**config.mk**
```make
export PLATFORM = sky130hd
export DESIGN_NAME = port_queue
export DESIGN_NICKNAME = d
export VERILOG_FILES = /design/src/source/tx_mux_pkg.sv /design/src/source/port_queue.sv
export VERILOG_INCLUDE_DIRS = /design/src /design/src/source
export SDC_FILE = /design/constraint.sdc
export NUM_CORES = 1
export LEC_CHECK = 0
export ABC_AREA = 1
export BUFFER_PORTS_ARGS = -buffer_cell sky130_fd_sc_hd__buf_2
export CAP_MARGIN = 0
export CORE_ASPECT_RATIO = 2
export CORE_UTILIZATION = 45
export CTS_CLUSTER_SIZE = 30
export DETAILED_ROUTE_END_ITERATION = 8
export PLACE_DENSITY = 0.72
export SKIP_LAST_GASP = 1
export SLEW_MARGIN = 20
export SYNTH_ARGS = -nofsm -noshare
export SYNTH_HDL_FRONTEND = slang
export SYNTH_SLANG_ARGS = --single-unit
```
**constraint.sdc**
```tcl
create_clock -name clk -period 4.4 [get_ports clk]
set_input_delay 0.44 -clock clk [delete_from_list [all_inputs] [get_ports clk]]
set_output_delay 0.44 -clock clk [all_outputs]
set_load 0.02 [all_outputs]
```
**src/source/tx_mux_config.svh**
```systemverilog
`ifndef TX_MUX_CONFIG_SVH
`define TX_MUX_CONFIG_SVH

`define TX_N_PORTS      4
`define TX_QUEUE_DEPTH  8       // Also the credits each sender starts with
`define TX_HOST_CREDITS 4

`define TX_ADDR_W       32
`define TX_DATA_W       32
`define TX_MDATA_W      8

`endif
```
**src/source/tx_mux_pkg.sv**
```systemverilog
`include "tx_mux_config.svh"

package tx_mux_pkg;

    // Read view puts mdata at 39:32, above the address
    typedef struct packed {
        logic [27:0]               rsvd;
        logic [3:0]                len;     // Cache lines
        logic [`TX_MDATA_W-1:0]    mdata;
        logic [`TX_ADDR_W-1:0]     addr;
    } tx_rd_view_t;

    // Write view carries data, mdata in the low byte
    typedef struct packed {
        logic [`TX_ADDR_W-1:0]     addr;
        logic [`TX_DATA_W-1:0]     data;
        logic [`TX_MDATA_W-1:0]    mdata;
    } tx_wr_view_t;

    typedef union packed {
        tx_rd_view_t rd;
        tx_wr_view_t wr;
    } tx_body_u;

    typedef enum logic {
        TX_RD = 1'b0,
        TX_WR = 1'b1
    } tx_kind_e;

    typedef struct packed {
        logic       valid;
        tx_kind_e   kind;
        tx_body_u   body;
    } tx_req_t;

    typedef logic [$clog2(`TX_N_PORTS)-1:0] port_id_t;

    typedef logic [$clog2(`TX_HOST_CREDITS+1)-1:0] credit_cnt_t;

endpackage

```
**src/source/port_queue.sv**
```systemverilog
`include "tx_mux_config.svh"

module port_queue
(
    input  logic                clk,
    input  logic                reset_q,
    input  tx_mux_pkg::tx_req_t req,
    input  logic                deq,
    output tx_mux_pkg::tx_req_t head_req,
    output logic                not_empty,
    output logic                credit
);

    import tx_mux_pkg::*;

    localparam int PTR_W = $clog2(`TX_QUEUE_DEPTH);
    localparam int CNT_W = $clog2(`TX_QUEUE_DEPTH + 1);

    tx_req_t            in_q;                   // Input stage
    tx_req_t            mem [`TX_QUEUE_DEPTH];
    logic [PTR_W-1:0]   wr_ptr;
    logic [PTR_W-1:0]   rd_ptr;
    logic [CNT_W-1:0]   count;
    logic               push;
    logic               pop;

    function automatic logic [PTR_W-1:0] next_ptr(input logic [PTR_W-1:0] ptr);
        if (ptr == PTR_W'(`TX_QUEUE_DEPTH - 1))
            return '0;
        return ptr + 1'b1;
    endfunction

    assign push      = in_q.valid;
    assign pop       = deq && not_empty;       // Scheduler only grants non-empty queues
    assign not_empty = (count != '0);
    assign head_req  = mem[rd_ptr];

    always_ff @(posedge clk)
    begin
        if (reset_q)
            in_q.valid <= 1'b0;
        else
            in_q <= req;
    end

    always_ff @(posedge clk)
    begin
        if (push)
            mem[wr_ptr] <= in_q;
    end

    always_ff @(posedge clk)
    begin
        if (reset_q)
        begin
            wr_ptr <= '0;
            rd_ptr <= '0;
            count  <= '0;
            credit <= 1'b0;
        end
        else
        begin
            if (push)
                wr_ptr <= next_ptr(wr_ptr);
            if (pop)
                rd_ptr <= next_ptr(rd_ptr);
            case ({push, pop})
                2'b10:   count <= count + 1'b1;
                2'b01:   count <= count - 1'b1;
                default: count <= count;
            endcase
            credit <= pop;                      // One credit back per drained entry
        end
    end

endmodule

```
Word-level counts from Yosys, hierarchy flattened
Memories as Yosys holds them, arrays and structs flattened. A register that Yosys moved wholly into a read port is not among the register bits.
Index checks and enable logic that the tools add are counted.
{ "word_totals": {"register_bits": 85, "ramBits": 592, "input_bits": 77, "mem_count": 1} }
{ "op_classes": {"add_sub_neg": 4, "n_eq_ne": 4, "mux": 15, "n_reduce_logical": 3} }
{ "memory_table": {"columns": ["name", "depth", "word_bits", "rd", "rd_ports_with_merged_regs", "wr", "line", "text"], "rows": [
  ["mem", 8, 74, 1, 1, 1, "port_queue.sv:20", "tx_req_t mem [`TX_QUEUE_DEPTH];"]
]} }
{ "op_table": {"columns": ["cell", "count"], "rows": [
  ["3-bit 2-to-1 mux", 6],
  ["1-bit 2-to-1 mux", 8],
  ["4-bit one-hot mux with 2 select lines", 1],
  ["3-bit by 1-bit adder with 3-bit output (second input constant)", 2],
  ["3-bit equality test (second input constant)", 2],
  ["4-bit by 1-bit adder with 4-bit output (second input constant)", 1],
  ["4-bit nonzero test", 1],
  ["4-bit by 1-bit subtractor with 4-bit output (second input constant)", 1],
  ["2-bit by 1-bit equality test with 1-bit output (second input constant)", 1],
  ["2-bit equality test (second input constant)", 1],
  ["2-bit nonzero test", 1],
  ["1-bit logical AND", 1]
]} }

Depth between registers and ports, before layout
{ "logic_depth": {"word_depth": 7, "ltp_mapped": 14, "ltp_nobuf": 14} }

Least setup slack after synthesis
Ideal clock, no wire load.
{ "synth_timing": {"kind": "reg2reg", "startpoint": "reg in_q (netlist bit push)", "endpoint": "mem mem[0][0] (netlist bit) (enable)", "arrival_ns": 3.977, "t_required_ns": 3.893, "slack_ns": -0.083, "path_stages_with_launch": 4, "path_buffers": 0, "period_less_slack_ns": 4.483, "cell_sequence": "dfxtp_1 -> inv_1 -> or2_2 -> nor2_1"} }
{ "synth_via": {"elab_chain_len": 2} }
{ "synth_lines": {"columns": ["item", "line", "text"], "rows": [
  ["from (decl)", "port_queue.sv:19", "tx_req_t in_q;"],
  ["from (signal assigned)", "port_queue.sv:43", "in_q <= req;"],
  ["1-bit 2-to-1 mux", "port_queue.sv:48", "if (push)"],
  ["1-bit 2-to-1 mux (not written as such)", "port_queue.sv:49", "mem[wr_ptr] <= in_q;"],
  ["to (decl)", "port_queue.sv:20", null]
]} }
Every way passes these cells.

==> impl_metrics.ini <==
[synth]
synth_top_cell_area_share_pct = 77.0
synth_xor_area_share_pct = 0.0675
synth_top_family_by_area = simple AND/OR/NAND/NOR gates
yosysTopAreaCell = edfxtp_1
mappedNetlistArea_sq_um = 25900
synth_common_cells = 665 x edfxtp_1, 318 x nor2_1, 239 x nand2_1
synth.yosys.seq_area_share_pct = 78.1
synth_compound_area_share_pct = 7.78
synth_nets = 1916
ys.flop_type = edfxtp_1
ys_ff_latch = 680
synth_area_leaders = edfxtp_1 77%, nor2_1 4.6%, nand2_1 3.5%
synth_edf_count = 665
synthSimpleGateAreaFrac_pct = 8.19
muxShareOfSynthArea_pct = 2.85
synthAdderAreaFrac_pct = 0.338
yosysMostFrequentCell = edfxtp_1
syn_inst = 1832
yosysWarnings = 0
synth_cell_types = 26
async_flop_share_pct = 0
syn_area_per_cell_sq_um = 14.2

[detailed_routing]
vias_per_cell = 5.41
dr.pass1.iters = 8
dr.first_iter.drc_count = 970
wl_per_cell_um = 20.2
ant_nets = 0
via_count = 15305
drc = 0
drt_wl_total_um = 57100

[cts]
cts_made_buffers = 57
htree_levels = 2
cts_root_buffer = clkbuf_16
post_cts_resized = 0
postCtsSetupRepairBufs = 0
cts_hold_buf = 63
clkTransAtPathRegs_ns = 0.07
worstSkewPairLatency_ns = 0.61
cts.sinks = 680
clockBufferDepth = 3
tritoncts = done

[worst_setup_path]
end_kind = output pin
slowest_stage = inv_6
crit_type = reg2out
worstSetupStartpointType = flip-flop
worstPathRequired_ns = 3.96
cp_cell_sequence = inv_6 > buf_4 > o21ai_1 > o21ai_1 > nand2_1 > nand2_1 > buf_2
slowest_delay_ns = 0.54
crit_fanout = 79
cp.arrival_ns = 2.90

[grt]
grt_max_degree = 141
track_usage_pct = 19.7
grt_pass1_wl_um = 87000
antenna_found_initial = 4
grtUsageMet1_pct = 22.5
grt_use_met2_pct = 35.7
grt-busiest-layer = met2
grt_pass1_vias = 15710
grt-ovfl-total = 0
grt_util_met3_pct = 2.87

[timing]
min_period_ns = 3.34
skew_ns = 0.0161
final.period_utilization_pct = 75.9
finalSetupViolCount = 0
finalSetupTns_ns = 0
slew_headroom_pct = 33.6
worst_pin_slew_ns = 0.996
rsz0062_at_grt = no
maxSlewViolCount = 0
finalHoldViolCount = 0
fmax_ghz = 0.299

[floorplan]
io_pins = 153
die_y_um = 342
fp.coreArea_sq_um = 57100
initial_core_util_pct = 45.4
die-width_um = 172
die-area_sq_um = 58700
rows = 124

[pwr]
leakage_nw = 10.3
cellInternalPower_mw = 11.5
p_comb_share_pct = 23.6
p_clk_share_pct = 30.7
p_switching_mw = 5.27
pwr-share-seq_pct = 45.7
vdd_drop_max_mv = 0.446
p_sw_share_pct = 31.5
cellPowerDensity_nw_per_um2 = 558

[placed_design]
io_buffers = 152
place_congestion = 0.772
dp_hpwl_um = 30500

[cells_and_area]
final_nets = 2109
layout-drive-gt1-share_pct = 13.4
fillCellCount = 4727
utilization_pct = 52.5
syn_to_final_growth_pct = 15.5

[hold_path]
hp-class = in2reg

[job]
maxCapViolations = 0

[run_status]
outcome = finished, final reports clean
final cells by class:
cell class / instances / area [sq um] / area share [%]
diodes: 1 / 2.50 / 0.00835
multi-input cells: 1030 / 5050 / 16.8
inverters: 16 / 68.8 / 0.230
flip-flops and latches: 680 / 20300 / 67.7
clock buffers: 70 / 1520 / 5.06
repair buffers: 240 / 1720 / 5.73
clock inverters: 38 / 393 / 1.31
well taps: 756 / 946 / 3.16
sequential cells by signal, indices dropped and copies added, names as in the netlist, named ones only:
signal	cells
credit	1
push	1
count	4
wr_ptr	3
in_q	73
mem	592
rd_ptr	3
layout by cell type (no fill, tap or decap), drive strengths merged:
cell type / count
mux2i: 74
inv: 18
nor3: 1
dlygate4sd3: 63
o211a: 1
edfxtp: 665
buf: 177
bufinv: 7
o22ai: 74
xor2: 1
or2: 1
xnor2: 1
ha: 7
o21ai: 302
clkinv: 24
nand3b: 1
nor2: 318
clkinvlp: 5
clkbuf: 70
a21oi: 7
nand3: 3
diode: 1
nand2: 239
dfxtp: 15
metrics by stage:
step	instances	total power, mW	worst slack [ns]	cell area (sq um)	hold slack [ns]
3_5_place_dp	2659	11.7	1.68	27400	0.490
4_1_cts	2830	16.9	1.01	30000	0.000466
3_3_place_gp	2659	11.6	1.73	27400	0.465
6_report	2831	16.7	1.06	30000	0.0292
2_1_floorplan	1832	10.5	-0.0835	25900	0.456
5_1_grt	2831	17.5	0.866	30000	0.00402
power groups by stage:
| stage | Clock, mW | Sequential [mW] | Combinational, mW |
|---|---|---|---|
| floorplan | 0 | 7.59 | 2.92 |
| global placement | 0 | 7.78 | 3.86 |
| detailed placement | 0 | 7.80 | 3.93 |
| CTS | 5.23 | 7.66 | 3.99 |
| global route | 5.44 | 7.69 | 4.34 |
| finish | 5.14 | 7.66 | 3.94 |
logic make-up after synthesis:
group | Yosys count
AO/OA/AOI/OAI | 384
XOR/XNOR | 2
flip-flops | 680
adder cells (fa/ha/maj) | 7
AND/OR/NAND/NOR | 563
multiplexers | 74
buffers and inverters | 122
routing by layer:
layer / vias up / wire, um
met1: 7610 / 21500
met2: 478 / 30400
met4: 6 / 2300
li1: 7069 / -
met3: 142 / 2810
met5: - / 38
worst max-delay path, delay by kind of cell, from the launching register on:
| kind | cells | cell delay, ns |
|---|---|---|
| DFF | 1 | 0.51 |
| buffers and inverters | 3 | 1.23 |
| and+or+nand+nor | 2 | 0.19 |
| AOI/OAI and AO/OA | 2 | 0.27 |
final timing paths:
path,from,to,slack (ns),cells past startpoint
setup / recovery,flip-flop,head_req[30],1.06,7
hold / removal,req[61],in_q[61],0.03,1
setup reg to reg,push,mem[2][37],1.79,4
hold reg to reg,rd_ptr[2],flip-flop,0.50,2
Note: power is estimated with default switching activity, not from simulation.
