==> src/source/tx_mux_config.svh <==
`ifndef TX_MUX_CONFIG_SVH
`define TX_MUX_CONFIG_SVH

`define TX_N_PORTS      4
`define TX_QUEUE_DEPTH  8       // Also the credits each sender starts with
`define TX_HOST_CREDITS 4

`define TX_ADDR_W       32
`define TX_DATA_W       32
`define TX_MDATA_W      8

`endif
==> src/source/tx_mux_pkg.sv <==
`include "tx_mux_config.svh"

package tx_mux_pkg;

    // Read view puts mdata at 39:32, above the address
    typedef struct packed {
        logic [27:0]               rsvd;
        logic [3:0]                len;     // Cache lines
        logic [`TX_MDATA_W-1:0]    mdata;
        logic [`TX_ADDR_W-1:0]     addr;
    } tx_rd_view_t;

    // Write view carries data, mdata in the low byte
    typedef struct packed {
        logic [`TX_ADDR_W-1:0]     addr;
        logic [`TX_DATA_W-1:0]     data;
        logic [`TX_MDATA_W-1:0]    mdata;
    } tx_wr_view_t;

    typedef union packed {
        tx_rd_view_t rd;
        tx_wr_view_t wr;
    } tx_body_u;

    typedef enum logic {
        TX_RD = 1'b0,
        TX_WR = 1'b1
    } tx_kind_e;

    typedef struct packed {
        logic       valid;
        tx_kind_e   kind;
        tx_body_u   body;
    } tx_req_t;

    typedef logic [$clog2(`TX_N_PORTS)-1:0] port_id_t;

    typedef logic [$clog2(`TX_HOST_CREDITS+1)-1:0] credit_cnt_t;

endpackage

==> src/source/egress_stage.sv <==
`include "tx_mux_config.svh"

module egress_stage
(
    input  logic                    clk,
    input  logic                    reset_q,
    input  logic                    grant_valid,
    input  tx_mux_pkg::port_id_t    grant_port,
    input  tx_mux_pkg::tx_req_t     req,
    output tx_mux_pkg::tx_req_t     host_req
);

    import tx_mux_pkg::*;

    tx_req_t stamped;

    // The tag field sits in a different spot per view
    always_comb
    begin
        stamped       = req;
        stamped.valid = grant_valid;
        if (req.kind == TX_RD)
            stamped.body.rd.mdata = `TX_MDATA_W'(grant_port);
        else
            stamped.body.wr.mdata = `TX_MDATA_W'(grant_port);
    end

    always_ff @(posedge clk)
    begin
        if (reset_q)
        begin
            host_req.valid <= 1'b0;
        end
        else if (grant_valid)
        begin
            host_req <= stamped;
        end
        else
        begin
            host_req.valid <= 1'b0;             // Payload held, only valid drops
        end
    end

endmodule

==> config.mk <==
export PLATFORM = sky130hd
export DESIGN_NAME = egress_stage
export DESIGN_NICKNAME = d
export VERILOG_FILES = /design/src/source/tx_mux_pkg.sv /design/src/source/egress_stage.sv
export VERILOG_INCLUDE_DIRS = /design/src /design/src/source
export SDC_FILE = /design/constraint.sdc
export NUM_CORES = 1
export LEC_CHECK = 0
export BUFFER_PORTS_ARGS = -buffer_cell sky130_fd_sc_hd__buf_2
export CELL_PAD_IN_SITES_DETAIL_PLACEMENT = 0
export CELL_PAD_IN_SITES_GLOBAL_PLACEMENT = 2
export CORE_MARGIN = 8
export CORE_UTILIZATION = 27
export CTS_BUF_LIST = sky130_fd_sc_hd__clkbuf_16
export DETAILED_ROUTE_END_ITERATION = 8
export PLACE_DENSITY_LB_ADDON = 0.12
export SLEW_MARGIN = 20
export SYNTH_ARGS = -nofsm -noshare
export SYNTH_HDL_FRONTEND = slang
export SYNTH_SLANG_ARGS = --single-unit
==> constraint.sdc <==
create_clock -name clk -period 6.3 [get_ports clk]
set_clock_uncertainty 0.2 [all_clocks]
set_input_delay 1.89 -clock clk [delete_from_list [all_inputs] [get_ports clk]]
set_output_delay 1.89 -clock clk [all_outputs]
set_load 0.02 [all_outputs]
Yosys cells after proc, flatten, opt, wreduce, memory -nomap -nowiden
Cells that the tools add are included.
{ "classes": {"n_reduce_logical": 1, "addsub": 0, "n_shift": 0, "div": 0, "order_cmp": 0, "n_mux": 3, "bitwise_logic": 1, "n_eq_ne": 0, "multipliers": 0} }
{ "ops": {"columns": ["operator", "n"], "rows": [
  ["2-bit 2-to-1 mux", 2],
  ["2-bit AND reduction", 1],
  ["1-bit 2-to-1 mux", 1],
  ["1-bit NOT", 1]
]} }
{ "totals": {"rom_bits": 0, "latch_bits": 0, "output_inout_bits": 74, "ram_bits": 0, "n_memories": 0, "in_bits": 79, "register_bits": 74} }

Longest topological paths before layout
Gate-level depths: netlist of the first run.
{ "depth": {"word_depth": 2, "mapped_depth": 3, "depth_no_buf": 1} }

Worst setup path after synthesis of the first run
OpenSTA, ideal clock, no wires.
{ "synth_path": {"path_type": "input to register", "startpoint": "in reset_q", "endpoint": "reg host_req[0] (netlist bit), enable pin", "arrival_ns": 5.148, "required_time_ns": 5.586, "path_buffers": 0, "path_slack_ns": 0.437, "stages": 1, "path_cell_list": "nor2b_1"} }
{ "synth_via": {"elab_chain_len": 2} }
{ "synth_lines": {"columns": ["item", "line_no", "rtl"], "rows": [
  ["start, declared", "egress_stage.sv:6", "input logic reset_q,"],
  ["1-bit NOT (no source line)", null, null],
  ["2-bit AND reduction (no source line)", null, null],
  ["end signal, assigned", "egress_stage.sv:36", "host_req <= stamped;"],
  ["end, declared", "egress_stage.sv:10", "output tx_mux_pkg::tx_req_t host_req"]
]} }
Every way passes these cells.
A chain may end at the register's enable or synchronous reset.

Final worst setup path of the first run
{ "layout_path": {"startpoint": "in reset_q", "endpoint": "reg host_req[52] (netlist bit), enable pin"} }
The elaborated chain is that of the path after synthesis.

==> impl_summary.txt, run 1 <==
----------------------------------------------------
[Outcome]
  Run status ... finished, final reports clean

[Place]
  Detailed placer's ending HPWL ... 4580 um
  Final estimated routing congestion in global placement ... 0.644
  Total instance count after detailed placement ... 352
  PortBufs ... 151
  Area after DPL ... 3270 um2

[Power]
  Share of power burned in combinational logic ... 9.3%
  Clock power share ... 43.3%
  Switching part of the total power ... 21.6%
  Total power ... 1.23 mW
  Flop pwr share ... 47.4%
  Cell-internal power ... 0.968 mW
  Leakage dissipation ... 1.51 nW
  Maximum resistive drop on vdd ... 0.140 mV
  Power Dens Cells ... 344 nW/um2
  Sw power ... 0.267 mW

[Floorplanning]
  Height of the die ... 110 um
  # rows ... 34
  Placeable core region ... 8640 um2
  Total I/O pin count ... 153
  Die width ... 110 um
  Initial cell density of the core ... 27.6%
  Floorplan die area ... 12100 um2

[Critical path]
  Crit path required time ... 6.05 ns
  Worst setup path category ... in2reg
  Startpoint class of the critical path ... input port
  Biggest fanout along the worst timing path ... 49
  Critical path capture point type ... register
  CP max stage delay ... 0.62 ns
  Critical path buffer and inverter count ... 2
  Cell chain of the critical path ... buf_2 > nor2b_4 > buf_4
  Max stage delay cell, worst path ... buf_4
  Kind of cell adding the most delay to the critical path ... buffers and inverters
  Data arrival time of the critical path ... 3.25 ns

[Timing]
  Slew Viols, Final ... 0
  Final setup viols ... 0
  Number of hold violations in the final report ... 0
  Setup repair after global routing missed its margin ... no
  Total negative setup slack ... 0 ns
  Normalized max-slew margin ... 52.9%
  Final critical delay including setup and external delays ... 3.50 ns
  Transition time at the pin with the least slew margin ... 0.705 ns
  Maximum operating frequency ... 286 MHz
  Final clock period utilization by the worst path ... 55.6%

[Layout]
  Inserted Diodes ... 0
  Max FFs per register ... 74
  Layout Nets ... 334
  Layout area overhead ... 50.4%
  Utilization after layout ... 41.5%
  Non-filler instance count after layout ... 368
  Fraction of layout instances using a drive strength above 1 ... 65.8%
  Largest register by flop count ... host_req
  Regs by FF count ... host_req x74
  Layout Cell Area excl Fill ... 3580 um2

[Detailed routing]
  Number of vias in the routed layout ... 1444
  Detail-routed net length per standard cell ... 15.8 um
  DRT Wirelength ... 5830 um
  Number of search-and-repair iterations in the first detailed-routing pass ... 3
  Antenna Violating Nets Remaining ... 0
  Drt via density ... 3.92
  Number of DRC markers after the initial detailed-route iteration ... 50
  DRC violation count after routing ... 0

[Clock tree]
  Clock tree sinks ... 74
  Root buffer selected by CTS ... clkbuf_16
  Clock-pin transition on the worst setup and hold timing paths ... 0.06 ns
  Gates resized, CTS repair ... 0
  Post-CTS Setup Inserts ... 0
  Number of buffers inserted for hold repair after clock tree synthesis ... 0
  Buffer depth of the longest clock path ... 2
  Number of buffers added by the clock tree synthesis step ... 9
  CTS tree ... yes
  # H-tree levels ... 3

[Yosys]
  Cell types with the highest counts after synthesis ... edfxtp_1 (73), nor2b_1 (8), and2_1 (6)
  Count of cell types in the netlist ... 6
  Area fraction of the dominant cell type after synthesis ... 92.0%
  Mapped cell area ... 2380 um2
  Main area contributors after synthesis ... edfxtp_1 (92%), mux2_4 (2.5%), nor2b_1 (2.1%), and2_1 (1.6%), buf_6 (0.95%)
  Most common cell in the synthesized netlist ... edfxtp_1
  Syn avg cell area ... 25.3 um2
  Dominant cell type by area after synthesis ... edfxtp_1
  Cell count after synthesis ... 94
  Synthesized flop and latch total ... 74
  Total number of yosys warnings ... 0
  Main flop type after synthesis ... edfxtp_1
  Syn nets ... 173
  EDFF count, synth ... 73
  Fraction of the yosys area taken by sequential cells ... 92.9%
  Share of flip-flops with an asynchronous set or reset after synthesis ... 0%

[Global route]
  Via count of the first global-routing pass ... 1485
  Overflow after GRT ... 0
  Antenna violations before repair ... 1
  First-pass GRT wire length ... 8100 um
  Total Routing Usage GR ... 9.09%
  Maximum number of pins on one net before global-route repair ... 50

[Job]
  Maximum Capacitance Violations ... 0

[Hold path]
  Worst hold-check path type ... in2reg

----------------------------------------------------
cell usage in the layout, fill, tap and decap left out:
cell	instances
dfxtp_1	1
buf_4	1
clkbuf_16	9
clkinv_1	1
bufinv_16	2
inv_1	1
mux2_4	4
inv_6	2
edfxtp_1	73
and2_1	6
buf_2	151
nor2b_1	7
nor2b_4	1
clkinvlp_4	1
cell families after synthesis:
| logic type | count (synthesis) | synth area share [%] |
|---|---|---|
| buffers and inverters | 2 | 0.945 |
| DFF | 74 | 92.9 |
| muxes | 4 | 2.52 |
| and+or+nand+nor | 14 | 3.68 |
layout make-up:
cell class | instances | area (um2)
clock buffer | 9 | 225
tap | 108 | 135
timing repair buffer | 152 | 763
multi-input combinational | 18 | 155
clock inverter | 7 | 92.6
fill | 821 | 5050
sequential | 74 | 2210
metal layers:
layer	vias to the layer above	track usage, %	wire length [um]
met5	-	0	13
met4	2	4.63	89
met3	11	5.04	905
met2	95	13.2	2550
met1	648	10.6	2270
li1	688	-	-
stage by stage:
stage	hold WS, ns	setup WS [ns]
after floorplan	1.76	0.437
after global placement	1.87	2.44
after detailed placement	1.87	2.42
after CTS	1.53	2.77
after global routing	1.53	2.69
final	1.54	2.80
power by group through the flow:
stage	Sequential (mW)	Combinational (mW)	Clock, mW
6_report	0.585	0.115	0.535
5_1_grt	0.588	0.123	0.569
4_1_cts	0.585	0.118	0.550
3_5_place_dp	0.595	0.118	0
3_3_place_gp	0.594	0.117	0
2_1_floorplan	0.642	0.0151	0
final timing paths:
check	cells past startpoint	slack, ns	startpoint	to
hold / removal	1	1.54	req[8]	host_req[8]
setup / recovery	3	2.80	reset_q	host_req[52]
No activity file was read; power rests on OpenSTA's default activity.
==> run 2: changes to the inputs <==
==> constraint.sdc (replaced) <==
create_clock -name clk -period 3.3 [get_ports clk]
set_clock_uncertainty 0.2 [all_clocks]
set_input_delay 0.99 -clock clk [delete_from_list [all_inputs] [get_ports clk]]
set_output_delay 0.99 -clock clk [all_outputs]
set_load 0.02 [all_outputs]
==> impl_summary.txt, run 2 (synthesis results as in run 1) <==
----------------------------------------------------
[Critical path]
  Worst setup path category ... reg2out (was in2reg)
  Data arrival time of the critical path ... 0.87 ns (was 3.25 ns)
  CP max stage delay ... 0.38 ns (was 0.62 ns)
  Kind of cell adding the most delay to the critical path ... flip-flops (was buffers and inverters)
  Biggest fanout along the worst timing path ... 1 (was 49)
  Max stage delay cell, worst path ... edfxtp_1 (was buf_4)
  Critical path buffer and inverter count ... 1 (was 2)
  Startpoint class of the critical path ... register (was input port)
  Critical path capture point type ... output pin (was register)
  Crit path required time ... 2.11 ns (was 6.05 ns)
  Cell chain of the critical path ... buf_2 (was buf_2 > nor2b_4 > buf_4)

[Detailed routing]
  Antenna Violating Nets Remaining ... 0 (unchanged)
  DRC violation count after routing ... 0 (unchanged)
  Detail-routed net length per standard cell ... 17.1 um (was 15.8 um)
  DRT Wirelength ... 6290 um (was 5830 um)
  Number of vias in the routed layout ... 1456 (was 1444)
  Drt via density ... 3.96 (was 3.92)
  Number of DRC markers after the initial detailed-route iteration ... 64 (was 50)
  Number of search-and-repair iterations in the first detailed-routing pass ... 4 (was 3)

[Clock tree]
  Buffer depth of the longest clock path ... 2 (unchanged)
  Number of buffers added by the clock tree synthesis step ... 9 (unchanged)
  # H-tree levels ... 3 (unchanged)
  Post-CTS Setup Inserts ... 0 (unchanged)
  Gates resized, CTS repair ... 0 (unchanged)
  Root buffer selected by CTS ... clkbuf_16 (unchanged)
  Clock-pin transition on the worst setup and hold timing paths ... 0.06 ns (about the same)
  Number of buffers inserted for hold repair after clock tree synthesis ... 0 (unchanged)
  CTS tree ... yes (unchanged)
  Clock tree sinks ... 74 (unchanged)

[Timing]
  Normalized max-slew margin ... 75.6% (was 52.9%)
  Final critical delay including setup and external delays ... 2.06 ns
  Transition time at the pin with the least slew margin ... 0.365 ns (was 0.705 ns)
  Worst Setup Slack, final ... 1.24 ns (was 2.80 ns)
  Total negative setup slack ... 0 ns (unchanged)
  Maximum operating frequency ... 485 MHz
  Final setup viols ... 0 (unchanged)
  Final clock period utilization by the worst path ... 62.5%
  Slew Viols, Final ... 0 (unchanged)
  Number of hold violations in the final report ... 0 (unchanged)
  Setup repair after global routing missed its margin ... no (unchanged)

[Global route]
  Total Routing Usage GR ... 10.2% (was 9.09%)
  Overflow after GRT ... 0 (unchanged)
  Maximum number of pins on one net before global-route repair ... 63 (was 50)
  Antenna violations before repair ... 1 (unchanged)
  First-pass GRT wire length ... 8930 um (was 8100 um)
  Via count of the first global-routing pass ... 1543 (was 1485)

[Layout]
  Largest register by flop count ... host_req (unchanged)
  Layout Nets ... 334 (unchanged)
  Commonest non-fill, non-tap cell in the layout ... buf_2 (unchanged)
  Commonest cells after routing, fill and taps aside ... buf_2 (151), edfxtp_1 (73), clkbuf_16 (9) (unchanged)
  Max FFs per register ... 74 (unchanged)
  Fraction of layout instances using a drive strength above 1 ... 66.2% (was 65.8%)
  Regs by FF count ... host_req x74 (unchanged)
  Inserted Diodes ... 0 (unchanged)
  Layout area overhead ... 50.0% (was 50.4%)

[Place]
  PortBufs ... 151 (unchanged)
  Pre-CTS setup slack ... 0.908 ns (was 2.42 ns)
  Final estimated routing congestion in global placement ... 0.647 (was 0.644)

[Floorplanning]
  Total I/O pin count ... 153 (unchanged)
  Initial cell density of the core ... 27.6% (unchanged)
  Die width ... 110 um (unchanged)
  # rows ... 34 (unchanged)
  Placeable core region ... 8640 um2 (unchanged)
  Floorplan die area ... 12100 um2 (unchanged)
  Height of the die ... 110 um (unchanged)

[Power]
  Power Dens Cells ... 641 nW/um2 (was 344 nW/um2)
  Maximum resistive drop on vdd ... 0.225 mV (was 0.140 mV)
  Leakage dissipation ... 1.49 nW (was 1.51 nW)

[Hold path]
  Capture endpoint of the worst hold path ... host_req[25] (was host_req[8])
  Hold path startpoint ... req[25] (was req[8])
  Worst hold-check path type ... in2reg (unchanged)
  Hold path depth ... 1 (unchanged)

[Job]
  Maximum Capacitance Violations ... 0 (unchanged)

[Outcome]
  Run status ... finished, final reports clean (unchanged)

----------------------------------------------------
run 2: changes by cell type in the layout (fill, tap and decap cells not counted):
cell,before,now
inv_1,1,0
bufinv_16,2,1
clkinvlp_4,1,3
inv_6,2,0
clkinv_2,0,1
clkinv_4,0,1
buf_4,1,0
buf_12,0,1
run 2: report_power, final:
part / switching (mW) / total [mW] / leakage, nW / internal, mW
clock network: 0.368 / 0.950 / 0.135 / 0.582
registers: 0.0129 / 1.12 / 0.685 / 1.10
logic: 0.139 / 0.223 / 0.670 / 0.0836
total: 0.520 / 2.29 / 1.49 / 1.77
run 2: layer usage:
| metal | share of wire, % | global-route usage, % | wire length (um) | vias to the layer above |
|---|---|---|---|---|
| li1 | - | - | - | 686 |
| met1 | 35 | 10.5 | 2200 | 674 |
| met2 | 50 | 17.0 | 3160 | 87 |
| met3 | 14 | 5.69 | 849 | 7 |
| met4 | 1.0 | 4.05 | 65 | 2 |
| met5 | 0.19 | 0 | 12 | - |
run 2: area by class of cell:
type / count / area, um2
repair buffers: 152 / 776
well taps: 108 / 135
flip-flops and latches: 74 / 2210
multi-input cells: 18 / 155
clock buffers: 9 / 225
fillers: 836 / 5060
clock inverters: 7 / 70.1
run 2: stage by stage:
step | cell area, um2 | hold WS, ns | util, % | cells | power (mW)
2_1_floorplan | 2390 | 0.862 | - | 94 | 1.25
3_3_place_gp | 3280 | 0.966 | 38.0 | 352 | 1.36
3_5_place_dp | 3280 | 0.968 | 38.0 | 352 | 1.37
4_1_cts | 3570 | 0.624 | 41.4 | 368 | 2.33
5_1_grt | 3570 | 0.620 | 41.4 | 368 | 2.38
6_report | 3570 | 0.634 | 41.4 | 368 | 2.29
run 2: how the worst max path moves through the flow:
stage	slack, ns	cells past startpoint	endpoint	start
after floorplan	0.57	1	host_req[0]	grant_valid
after global placement	0.92	3	host_req[16]	reset_q
after detailed placement	0.91	3	host_req[35]	reset_q
after CTS	1.22	1	host_req[10]	host_req[10]
after global routing	1.19	1	host_req[33]	host_req[33]
final	1.24	1	host_req[10]	host_req[10]
